--- config.mk ---
export PLATFORM = sky130hd
export DESIGN_NAME = sleep_classifier
export DESIGN_NICKNAME = d
export VERILOG_FILES = /design/src/hw/nn_arith_pkg.sv /design/src/hw/nn_weights_pkg.sv /design/src/hw/dense_layer.sv /design/src/hw/sigmoid_classify.sv /design/src/hw/sleep_classifier.sv
export SDC_FILE = /design/constraint.sdc
export NUM_CORES = 2
export LEC_CHECK = 0
export BUFFER_PORTS_ARGS = -buffer_cell sky130_fd_sc_hd__buf_4
export CAP_MARGIN = 30
export CORE_ASPECT_RATIO = 0.75
export CORE_MARGIN = 3
export CORE_UTILIZATION = 65
export CTS_CLUSTER_DIAMETER = 30
export DETAILED_ROUTE_END_ITERATION = 8
export GPL_TIMING_DRIVEN = 0
export PLACE_DENSITY = 0.82
export SYNTH_ARGS = -nofsm -noshare
export SYNTH_HDL_FRONTEND = slang
export SYNTH_SLANG_ARGS = --single-unit
--- constraint.sdc ---
create_clock -name clk -period 22.2 [get_ports clk]
set_clock_uncertainty 0.05 [all_clocks]
set_input_delay 2.22 -clock clk [delete_from_list [all_inputs] [get_ports clk]]
set_output_delay 2.22 -clock clk [all_outputs]
set_load 0.005 [all_outputs]
--- src/hw/nn_arith_pkg.sv ---
package nn_arith_pkg;

    // Datapath word, sums wrap modulo 2^16
    localparam int unsigned WORD_W = 16;

    typedef logic [WORD_W-1:0] word_t;

    // Fixed point with 1.0 at 1024
    localparam word_t FIX_ONE  = 16'd1024;
    localparam word_t FIX_HALF = 16'd512;

    // Upper bounds of the sigmoid segments, unsigned compare
    localparam word_t SEG1_LIMIT = 16'd1024;
    localparam word_t SEG2_LIMIT = 16'd2432;
    localparam word_t SEG3_LIMIT = 16'd5120;

    // Offset added after the shift in each segment
    localparam word_t SEG1_OFFS = 16'd512;
    localparam word_t SEG2_OFFS = 16'd640;
    localparam word_t SEG3_OFFS = 16'd864;

    // Slope of each segment as a right shift
    localparam int unsigned SEG1_SHIFT = 2;
    localparam int unsigned SEG2_SHIFT = 3;
    localparam int unsigned SEG3_SHIFT = 5;

    // Sigmoid segment select
    typedef enum logic [1:0] {
        SEG_LOW,
        SEG_MID,
        SEG_HIGH,
        SEG_SAT
    } sig_seg_e;

endpackage

--- src/hw/nn_weights_pkg.sv ---
package nn_weights_pkg;

    // Layer widths
    localparam int unsigned N_IN  = 2;
    localparam int unsigned N_L1  = 8;
    localparam int unsigned N_L2  = 12;
    localparam int unsigned N_L3  = 6;
    localparam int unsigned N_L4  = 4;
    localparam int unsigned N_OUT = 1;

    // Weight signs, bit [o*n_in + i] set means input i enters neuron o as ~x
    // Literals list the last neuron first, and inside a neuron the last input first

    localparam logic [N_L1*N_IN-1:0] NEG_L1 = {
        2'b01, 2'b01, 2'b11, 2'b01,
        2'b01, 2'b10, 2'b11, 2'b11
    };

    localparam logic [N_L2*N_L1-1:0] NEG_L2 = {
        8'b0001_1000, 8'b0011_0110, 8'b1101_0000, 8'b0011_0000,
        8'b0000_0111, 8'b0110_1101, 8'b0111_0001, 8'b1101_0000,
        8'b0000_1110, 8'b1101_1010, 8'b0010_1110, 8'b1001_1010
    };

    localparam logic [N_L3*N_L2-1:0] NEG_L3 = {
        12'b0011_0011_0011,
        12'b0000_1000_0111,
        12'b1110_0010_0010,
        12'b1010_0110_1101,
        12'b0000_1101_1001,
        12'b0000_1101_1011
    };

    // First two neurons take every input negated
    localparam logic [N_L4*N_L3-1:0] NEG_L4 = {
        6'b10_1100,
        6'b10_1100,
        6'b11_1111,
        6'b11_1111
    };

    // Output neuron is a plain sum
    localparam logic [N_OUT*N_L4-1:0] NEG_OUT = '0;

endpackage

--- src/hw/dense_layer.sv ---
`timescale 1ns/10ps

module dense_layer
    import nn_arith_pkg::*;
#(
    parameter int unsigned                  N_IN_P     = 2,
    parameter int unsigned                  N_OUT_P    = 8,
    parameter logic [N_IN_P*N_OUT_P-1:0]    NEG_MASK_P = '0,
    parameter bit                           USE_RELU_P = 1'b1
) (
    input  logic    clk,
    input  logic    rst_n_i,
    input  word_t   act_i [N_IN_P],
    output word_t   act_o [N_OUT_P]
);

    for (genvar o = 0; o < N_OUT_P; o++)
    begin : g_neuron
        word_t sum_c;
        word_t act_c;
        word_t act_q;

        // Sign-only weights, a negative weight is a bitwise complement
        always_comb
        begin
            sum_c = '0;
            for (int i = 0; i < N_IN_P; i++)
            begin
                sum_c = sum_c + (NEG_MASK_P[o*N_IN_P + i] ? ~act_i[i] : act_i[i]);
            end
        end

        // ReLU clears anything with the sign bit set
        assign act_c = (USE_RELU_P && sum_c[WORD_W-1]) ? '0 : sum_c;

        always_ff @(posedge clk or negedge rst_n_i)
        begin
            if (!rst_n_i)
            begin
                act_q <= '0;
            end
            else
            begin
                act_q <= act_c;
            end
        end

        assign act_o[o] = act_q;

        // A rectified neuron never presents a negative word downstream
        if (USE_RELU_P)
        begin : g_relu_chk
            a_relu_nonneg : assert property (
                @(posedge clk) disable iff (!rst_n_i)
                !act_o[o][WORD_W-1]
            );
        end
    end

endmodule

--- src/hw/sigmoid_classify.sv ---
`timescale 1ns/10ps

module sigmoid_classify
    import nn_arith_pkg::*;
(
    input  logic    clk,
    input  logic    rst_n_i,
    input  word_t   sum_i,
    output word_t   sig_o,
    output logic    class_o
);

    sig_seg_e seg_c;
    word_t    sig_c;
    word_t    sig_q;

    // Segment select, sum treated as unsigned so negatives saturate
    always_comb
    begin
        if (sum_i < SEG1_LIMIT)
        begin
            seg_c = SEG_LOW;
        end
        else if (sum_i < SEG2_LIMIT)
        begin
            seg_c = SEG_MID;
        end
        else if (sum_i < SEG3_LIMIT)
        begin
            seg_c = SEG_HIGH;
        end
        else
        begin
            seg_c = SEG_SAT;
        end
    end

    // Piecewise linear approximation
    always_comb
    begin
        case (seg_c)
            SEG_LOW:  sig_c = (sum_i >> SEG1_SHIFT) + SEG1_OFFS;
            SEG_MID:  sig_c = (sum_i >> SEG2_SHIFT) + SEG2_OFFS;
            SEG_HIGH: sig_c = (sum_i >> SEG3_SHIFT) + SEG3_OFFS;
            default:  sig_c = FIX_ONE;
        endcase
    end

    always_ff @(posedge clk or negedge rst_n_i)
    begin
        if (!rst_n_i)
        begin
            sig_q <= '0;
        end
        else
        begin
            sig_q <= sig_c;
        end
    end

    assign sig_o = sig_q;

    // Decision threshold at one half
    assign class_o = (sig_q > FIX_HALF);

    // Once the first sample has been loaded the output stays within [0.5, 1.0]
    a_sig_range : assert property (
        @(posedge clk) disable iff (!rst_n_i)
        $past(rst_n_i) |-> (sig_o >= FIX_HALF) && (sig_o <= FIX_ONE)
    );

    // Only sums too small to move the low segment off one half give class 0
    a_class_thr : assert property (
        @(posedge clk) disable iff (!rst_n_i)
        1'b1 |=> class_o == $past((sum_i >> SEG1_SHIFT) != '0)
    );

endmodule

--- src/hw/sleep_classifier.sv ---
`timescale 1ns/10ps

module sleep_classifier
    import nn_arith_pkg::*;
    import nn_weights_pkg::*;
(
    input  logic    clk,
    input  logic    rst_n_i,
    input  word_t   x1_i,
    input  word_t   x2_i,
    output word_t   sig_o,
    output logic    class_o
);

    word_t in_w  [N_IN];
    word_t l1_w  [N_L1];
    word_t l2_w  [N_L2];
    word_t l3_w  [N_L3];
    word_t l4_w  [N_L4];
    word_t out_w [N_OUT];

    assign in_w[0] = x1_i;
    assign in_w[1] = x2_i;

    // Hidden layers, all rectified
    dense_layer #(
        .N_IN_P     (N_IN),
        .N_OUT_P    (N_L1),
        .NEG_MASK_P (NEG_L1),
        .USE_RELU_P (1'b1)
    ) u_l1 (
        .clk     (clk),
        .rst_n_i (rst_n_i),
        .act_i   (in_w),
        .act_o   (l1_w)
    );

    dense_layer #(
        .N_IN_P     (N_L1),
        .N_OUT_P    (N_L2),
        .NEG_MASK_P (NEG_L2),
        .USE_RELU_P (1'b1)
    ) u_l2 (
        .clk     (clk),
        .rst_n_i (rst_n_i),
        .act_i   (l1_w),
        .act_o   (l2_w)
    );

    dense_layer #(
        .N_IN_P     (N_L2),
        .N_OUT_P    (N_L3),
        .NEG_MASK_P (NEG_L3),
        .USE_RELU_P (1'b1)
    ) u_l3 (
        .clk     (clk),
        .rst_n_i (rst_n_i),
        .act_i   (l2_w),
        .act_o   (l3_w)
    );

    dense_layer #(
        .N_IN_P     (N_L3),
        .N_OUT_P    (N_L4),
        .NEG_MASK_P (NEG_L4),
        .USE_RELU_P (1'b1)
    ) u_l4 (
        .clk     (clk),
        .rst_n_i (rst_n_i),
        .act_i   (l3_w),
        .act_o   (l4_w)
    );

    // Output neuron keeps its raw sum for the sigmoid
    dense_layer #(
        .N_IN_P     (N_L4),
        .N_OUT_P    (N_OUT),
        .NEG_MASK_P (NEG_OUT),
        .USE_RELU_P (1'b0)
    ) u_out (
        .clk     (clk),
        .rst_n_i (rst_n_i),
        .act_i   (l4_w),
        .act_o   (out_w)
    );

    sigmoid_classify u_sig (
        .clk     (clk),
        .rst_n_i (rst_n_i),
        .sum_i   (out_w[0]),
        .sig_o   (sig_o),
        .class_o (class_o)
    );

endmodule

### After elaboration in Yosys (flattened, before gate mapping)

Cells that the tools add are included.

| storage, ports and cells | value |
|---|---|
| flip-flop bits (word level) | 379 |
| bits of input ports | 34 |
| output and inout bits | 17 |

| operators by class | value |
|---|---|
| $add $sub $neg | 133 |
| magnitude comparators | 4 |
| equal/unequal tests | 2 |
| mux-type cells | 26 |
| bitwise logic cells | 22 |
| reduce and logical (&&, ||, !) cells | 1 |

Operators by type and width:

| operator | number |
|---|---|
| 16-bit adder | 98 |
| 16-bit by 15-bit adder with 16-bit output | 32 |
| 15-bit two-way mux | 22 |
| 16-bit inverter | 18 |
| 15-bit inverter with 16-bit output | 4 |
| 16-bit one-hot mux with 3 select lines | 1 |
| 16-bit by 10-bit > comparator with 1-bit output (second input constant) | 1 |
| 16-bit by 11-bit less-than comparator with 1-bit output (second input constant) | 1 |
| 16-bit by 12-bit less-than comparator with 1-bit output (second input constant) | 1 |
| 16-bit by 13-bit less-than comparator with 1-bit output (second input constant) | 1 |
| 14-bit by 10-bit adder with 15-bit output (second input constant) | 1 |
| 13-bit by 10-bit adder with 14-bit output (second input constant) | 1 |
| 11-bit by 10-bit adder with 12-bit output (second input constant) | 1 |
| 2-bit two-way mux | 2 |
| 2-bit by 1-bit == test with 1-bit output (second input constant) | 1 |
| 2-bit == test (second input constant) | 1 |
| 2-bit logical NOT | 1 |
| 1-bit two-way mux | 1 |

### Logic depth before layout (Yosys ltp)

| logic depth | value |
|---|---|
| depth after elaboration | 13 |
| mapped depth | 32 |

### By module

A second synthesis with hierarchy kept.

| second synthesis, totals | value |
|---|---|
| cells, all modules | 7226 |
| area, all modules | 70526.4 µm² |

Modules (own cells, without submodules):

| module | instances | cells each | area each (µm²) | sequential area each (µm²) |
|---|---|---|---|---|
| dense_layer at u_l2 | 1 | 3091 | 29955.0 | 4129.0 |
| dense_layer at u_l3 | 1 | 2726 | 27580.2 | 2252.2 |
| dense_layer at u_l4 | 1 | 572 | 5625.4 | 750.7 |
| dense_layer at u_l1 | 1 | 541 | 4529.3 | 1126.1 |
| dense_layer at u_out | 1 | 218 | 2003.2 | 400.4 |
| sigmoid_classify | 1 | 78 | 833.3 | 375.4 |

### Worst setup path before layout

No wires, ideal clock.

| path | value |
|---|---|
| path kind | reg2reg |
| start point | register u_l2.g_neuron[1].act_q[0] |
| end point | register u_l3.g_neuron[5].act_q[10] |
| library setup time | 132 ps |
| arrival time | 7291 ps |
| setup slack | 14727 ps |
| stages on the path, launching flop included | 31 |
| path through | dfrtp_1 inv_1 ha_1 fa_1 a21o_1 a21oi_1 o21bai_1 a211o_1 a31oi_1 o21ai_0 a21oi_1 xnor2_1 ha_1 or3_1 a21oi_1 nor2_1 xnor2_1 fa_1 fa_1 fa_1 fa_1 inv_1 ha_1 and3_1 a221o_1 o21ai_0 a211o_1 xnor2_1 xnor2_1 clkbuf_1 nor2_1 |

| on the way | value |
|---|---|
| word-level cells in the longest chain between the ends | 13 |

Ends and longest elaborated chain:

| element | RTL line | RTL |
|---|---|---|
| start: declaration | dense_layer.sv:21 | `word_t act_q;` |
| start signal: assignment | dense_layer.sv:44 | `act_q <= act_c;` |
| 16-bit inverter | dense_layer.sv:29 | `sum_c = sum_c + (NEG_MASK_P[o*N_IN_P + i] ? ~act_i[i] : act_i[i]);` |
| 16-bit adder (9 in a row) | dense_layer.sv:29 |  |
| 16-bit by 15-bit adder with 16-bit output (2 in a row) | dense_layer.sv:29 |  |
| 15-bit two-way mux | dense_layer.sv:34 | `assign act_c = (USE_RELU_P && sum_c[WORD_W-1]) ? '0 : sum_c;` |
| net u_l3.g_neuron[5].act_c[10] | dense_layer.sv:20 | `word_t act_c;` |
| end signal: assignment | dense_layer.sv:44 |  |
| end: declaration | dense_layer.sv:21 |  |

The timed path passes the listed nets, and every way through them passes these cells.

### Worst setup path after layout

Same ends and word-level chain as after synthesis.

==> flow_summary.ini <==
[cts]
cts_resized = 0
cts_tree = done
hold_buffers = 0
clk_pin_slew_ps = 50
clock_latency_ps = 670
cts_buffers = 73
cts_buffer_depth = 3
htreeDepth = 3
cts_root_buf = clkbuf_16
clock-sinks = 359
cts_setup_buffers = 0

[synthesis]
synth-edff-count = 0
synth_cell_types = 79
postSynthCellCount = 5488
async_flop_share_pct = 100
ys_seq_elements = 359
avgSynthCellArea_um2 = 9.77
yosysSeqAreaShare_pct = 16.8
ys_warn_count = 0
synth_flop_cell = dfrtp_1
syn_area_um2 = 53600

[worst_setup_path]
critPathBufInv = 4
r2r_slack_ps = 12200
rr_worst_depth = 32
critical_path.slowest_cell = clkbuf_1
crit_family = adder cells
crit_type = flip-flop to flip-flop
path_depth = 32
critPathCaptureType = flip-flop
critPathMaxStageDelay_ps = 710
worstPathArrival_ps = 10410
startpoint_type = flip-flop
worstPathRequired_ps = 22610
path_max_fanout = 10
worst_path_most_repeated_cell = fa_1

[layout]
final_common_cell = inv_1
layout-drive-gt1-share_pct = 4.93
syn2layout_area_growth_pct = 8.73
finalNetCount = 7127
layout_common_cells = inv_1 (1262), fa_1 (906), ha_1 (543)

[detailed_routing]
first_pass_iters = 9
viasPerCell = 5.84
routed_wl_mm = 157
ant_nets = 0
dr_total_vias = 39500
wire_per_inst_um = 23.2
drc = 0
drt-initial-drc-count = 4322

[timing]
finalMaxSlewViolations = 0
relSlewSlack_pct = 15.0
setup_violations = 0
tns_ps = 0
post-route-min-period_ps = 10000
finalCritPeriodShare_pct = 45.1
tightest_slew_ps = 1260
rsz0062_at_grt = false
timing.fmax_mhz = 100
hold_viol = 0

[global_routing]
grt_max_degree = 114
antenna_found_initial = 3
grt_pass1_vias = 40700
overflow = 0
grt_pass1_wl_mm = 244
grt_usage_pct = 38.4

[floorplanning]
row_count = 90
core_um2 = 81100
die_y_um = 255
dieArea_um2 = 86000
die-width_um = 338
ios = 51
start_util_pct = 66.1

[min_path]
min-delay-path-class = flip-flop to flip-flop
worstHoldPathCells = 2

[outcome]
status = finished clean

[placed_design]
port_buffers = 49
dpl.hpwl_mm = 133
globalplace.congestion = 1.02

[flow_run]
max_cap_violations = 0
## path summary, 6_finish.rpt
kind / startpoint / end
worst max-delay path: u_l2.g_neuron[1].act_q[0]$_DFF_PN0_ / u_l3.g_neuron[5].act_q[10]$_DFF_PN0_
worst min-delay path: u_l4.g_neuron[3].act_q[14]$_DFF_PN0_ / u_out.act_o[15]$_DFF_PN0_
worst max register to register: u_l2.g_neuron[1].act_q[0]$_DFF_PN0_ / u_l3.g_neuron[5].act_q[10]$_DFF_PN0_
worst min register to register: u_l4.g_neuron[3].act_q[14]$_DFF_PN0_ / u_out.act_o[15]$_DFF_PN0_
max in group asynchronous: rst_n_i / u_l3.g_neuron[2].act_q[13]$_DFF_PN0_
min in group asynchronous: rst_n_i / u_l2.g_neuron[11].act_q[1]$_DFF_PN0_
## flip-flops by register name, summed over array words and instances, names as in the netlist
name	count
u_l2.g_neuron.act_q	165
u_l3.g_neuron.act_q	90
u_l1.g_neuron.act_q	45
u_l4.g_neuron.act_q	30
u_sig.sig_o	15
u_out.act_o	14
## through the flow
stage               cells  worst slack, ps  util, %  hold WS, ps  cell area [um^2]
CTS                  6753            12270     71.8          512             58200
global route         6760            12000     71.9          544             58300
finish               6763            12200     71.9          530             58300
global placement     6598            12340     68.3          501             55300
floorplan            5491            14730        -          439             53600
detailed placement   6620            12340     68.6          502             55600
## logic make-up (layout without fill, tap and decap cells)
kind of cell / count (synthesis) / after routing / share of synthesized area (%)
AOI/OAI and AO/OA: 759 / 759 / 9.36
DFF: 359 / 359 / 16.8
and+or+nand+nor: 1088 / 1088 / 9.50
buffers and inverters: 1314 / 1525 / 9.25
xor gates and xnor gates: 486 / 486 / 8.04
adders and majority gates: 1449 / 1449 / 46.5
other: 1 / 7 / 0.00699
muxes: 32 / 32 / 0.611
## worst register-to-register path: cells and delay by family (launching register included)
| kind | cells | cell delay, ps |
|---|---|---|
| adders and majority gates | 8 | 3440 |
| xor gates and xnor gates | 4 | 950 |
| AOI/OAI and AO/OA | 10 | 2490 |
| and+or+nand+nor | 6 | 1410 |
| buffers and inverters | 4 | 1110 |
| DFF | 1 | 370 |
## cell type report
cell class,count,area [um^2]
inverters,1264,4740
fillers,5879,22800
plain buffers,50,215
clock inverters,42,631
diodes,3,7.51
well taps,1058,1320
flip-flops and latches,359,8980
repair buffers,78,658
clock buffers,91,2030
multi-input cells,3818,39700
## routing by layer
metal / track usage (%) / vias up / wire length (um)
met1: 58.1 / 19800 / 68900
met2: 51.5 / 1938 / 62400
li1: - / 17500 / -
met5: 0 / - / 144
met4: 8.80 / 8 / 3810
met3: 15.6 / 224 / 21900
## synth_stat cells (7+ instances only)
cell type	instances	area share [%]
clkbuf_1	36	0.25
xnor2_1	329	5.4
xor2_1	152	2.5
nor4_1	11	0.13
a2111oi_0	10	0.16
nor2_1	449	3.1
and3_1	35	0.41
nand4_1	15	0.17
dfrtp_1	359	17
or3_1	28	0.33
o31ai_1	20	0.28
mux2i_1	26	0.49
o21a_1	40	0.56
a31oi_1	35	0.41
a21oi_1	233	2.2
nand3_1	54	0.50
inv_1	1262	8.8
ha_1	543	13
nand2_1	172	1.2
o41ai_1	14	0.23
o21ba_2	7	0.13
nor2b_1	62	0.72
a211o_1	9	0.15
and2_1	64	0.75
nand2b_1	30	0.35
nor3_1	112	1.0
fa_1	906	34
a21o_1	99	1.4
o21ai_0	101	0.94
o21bai_1	57	0.80
or2_2	32	0.37
o211ai_1	23	0.32
a31o_2	9	0.15
o31a_1	9	0.15
a211oi_1	26	0.36
Power is not shown: default switching activity piles up to over one toggle a cycle in this logic, so the estimate is an artifact.
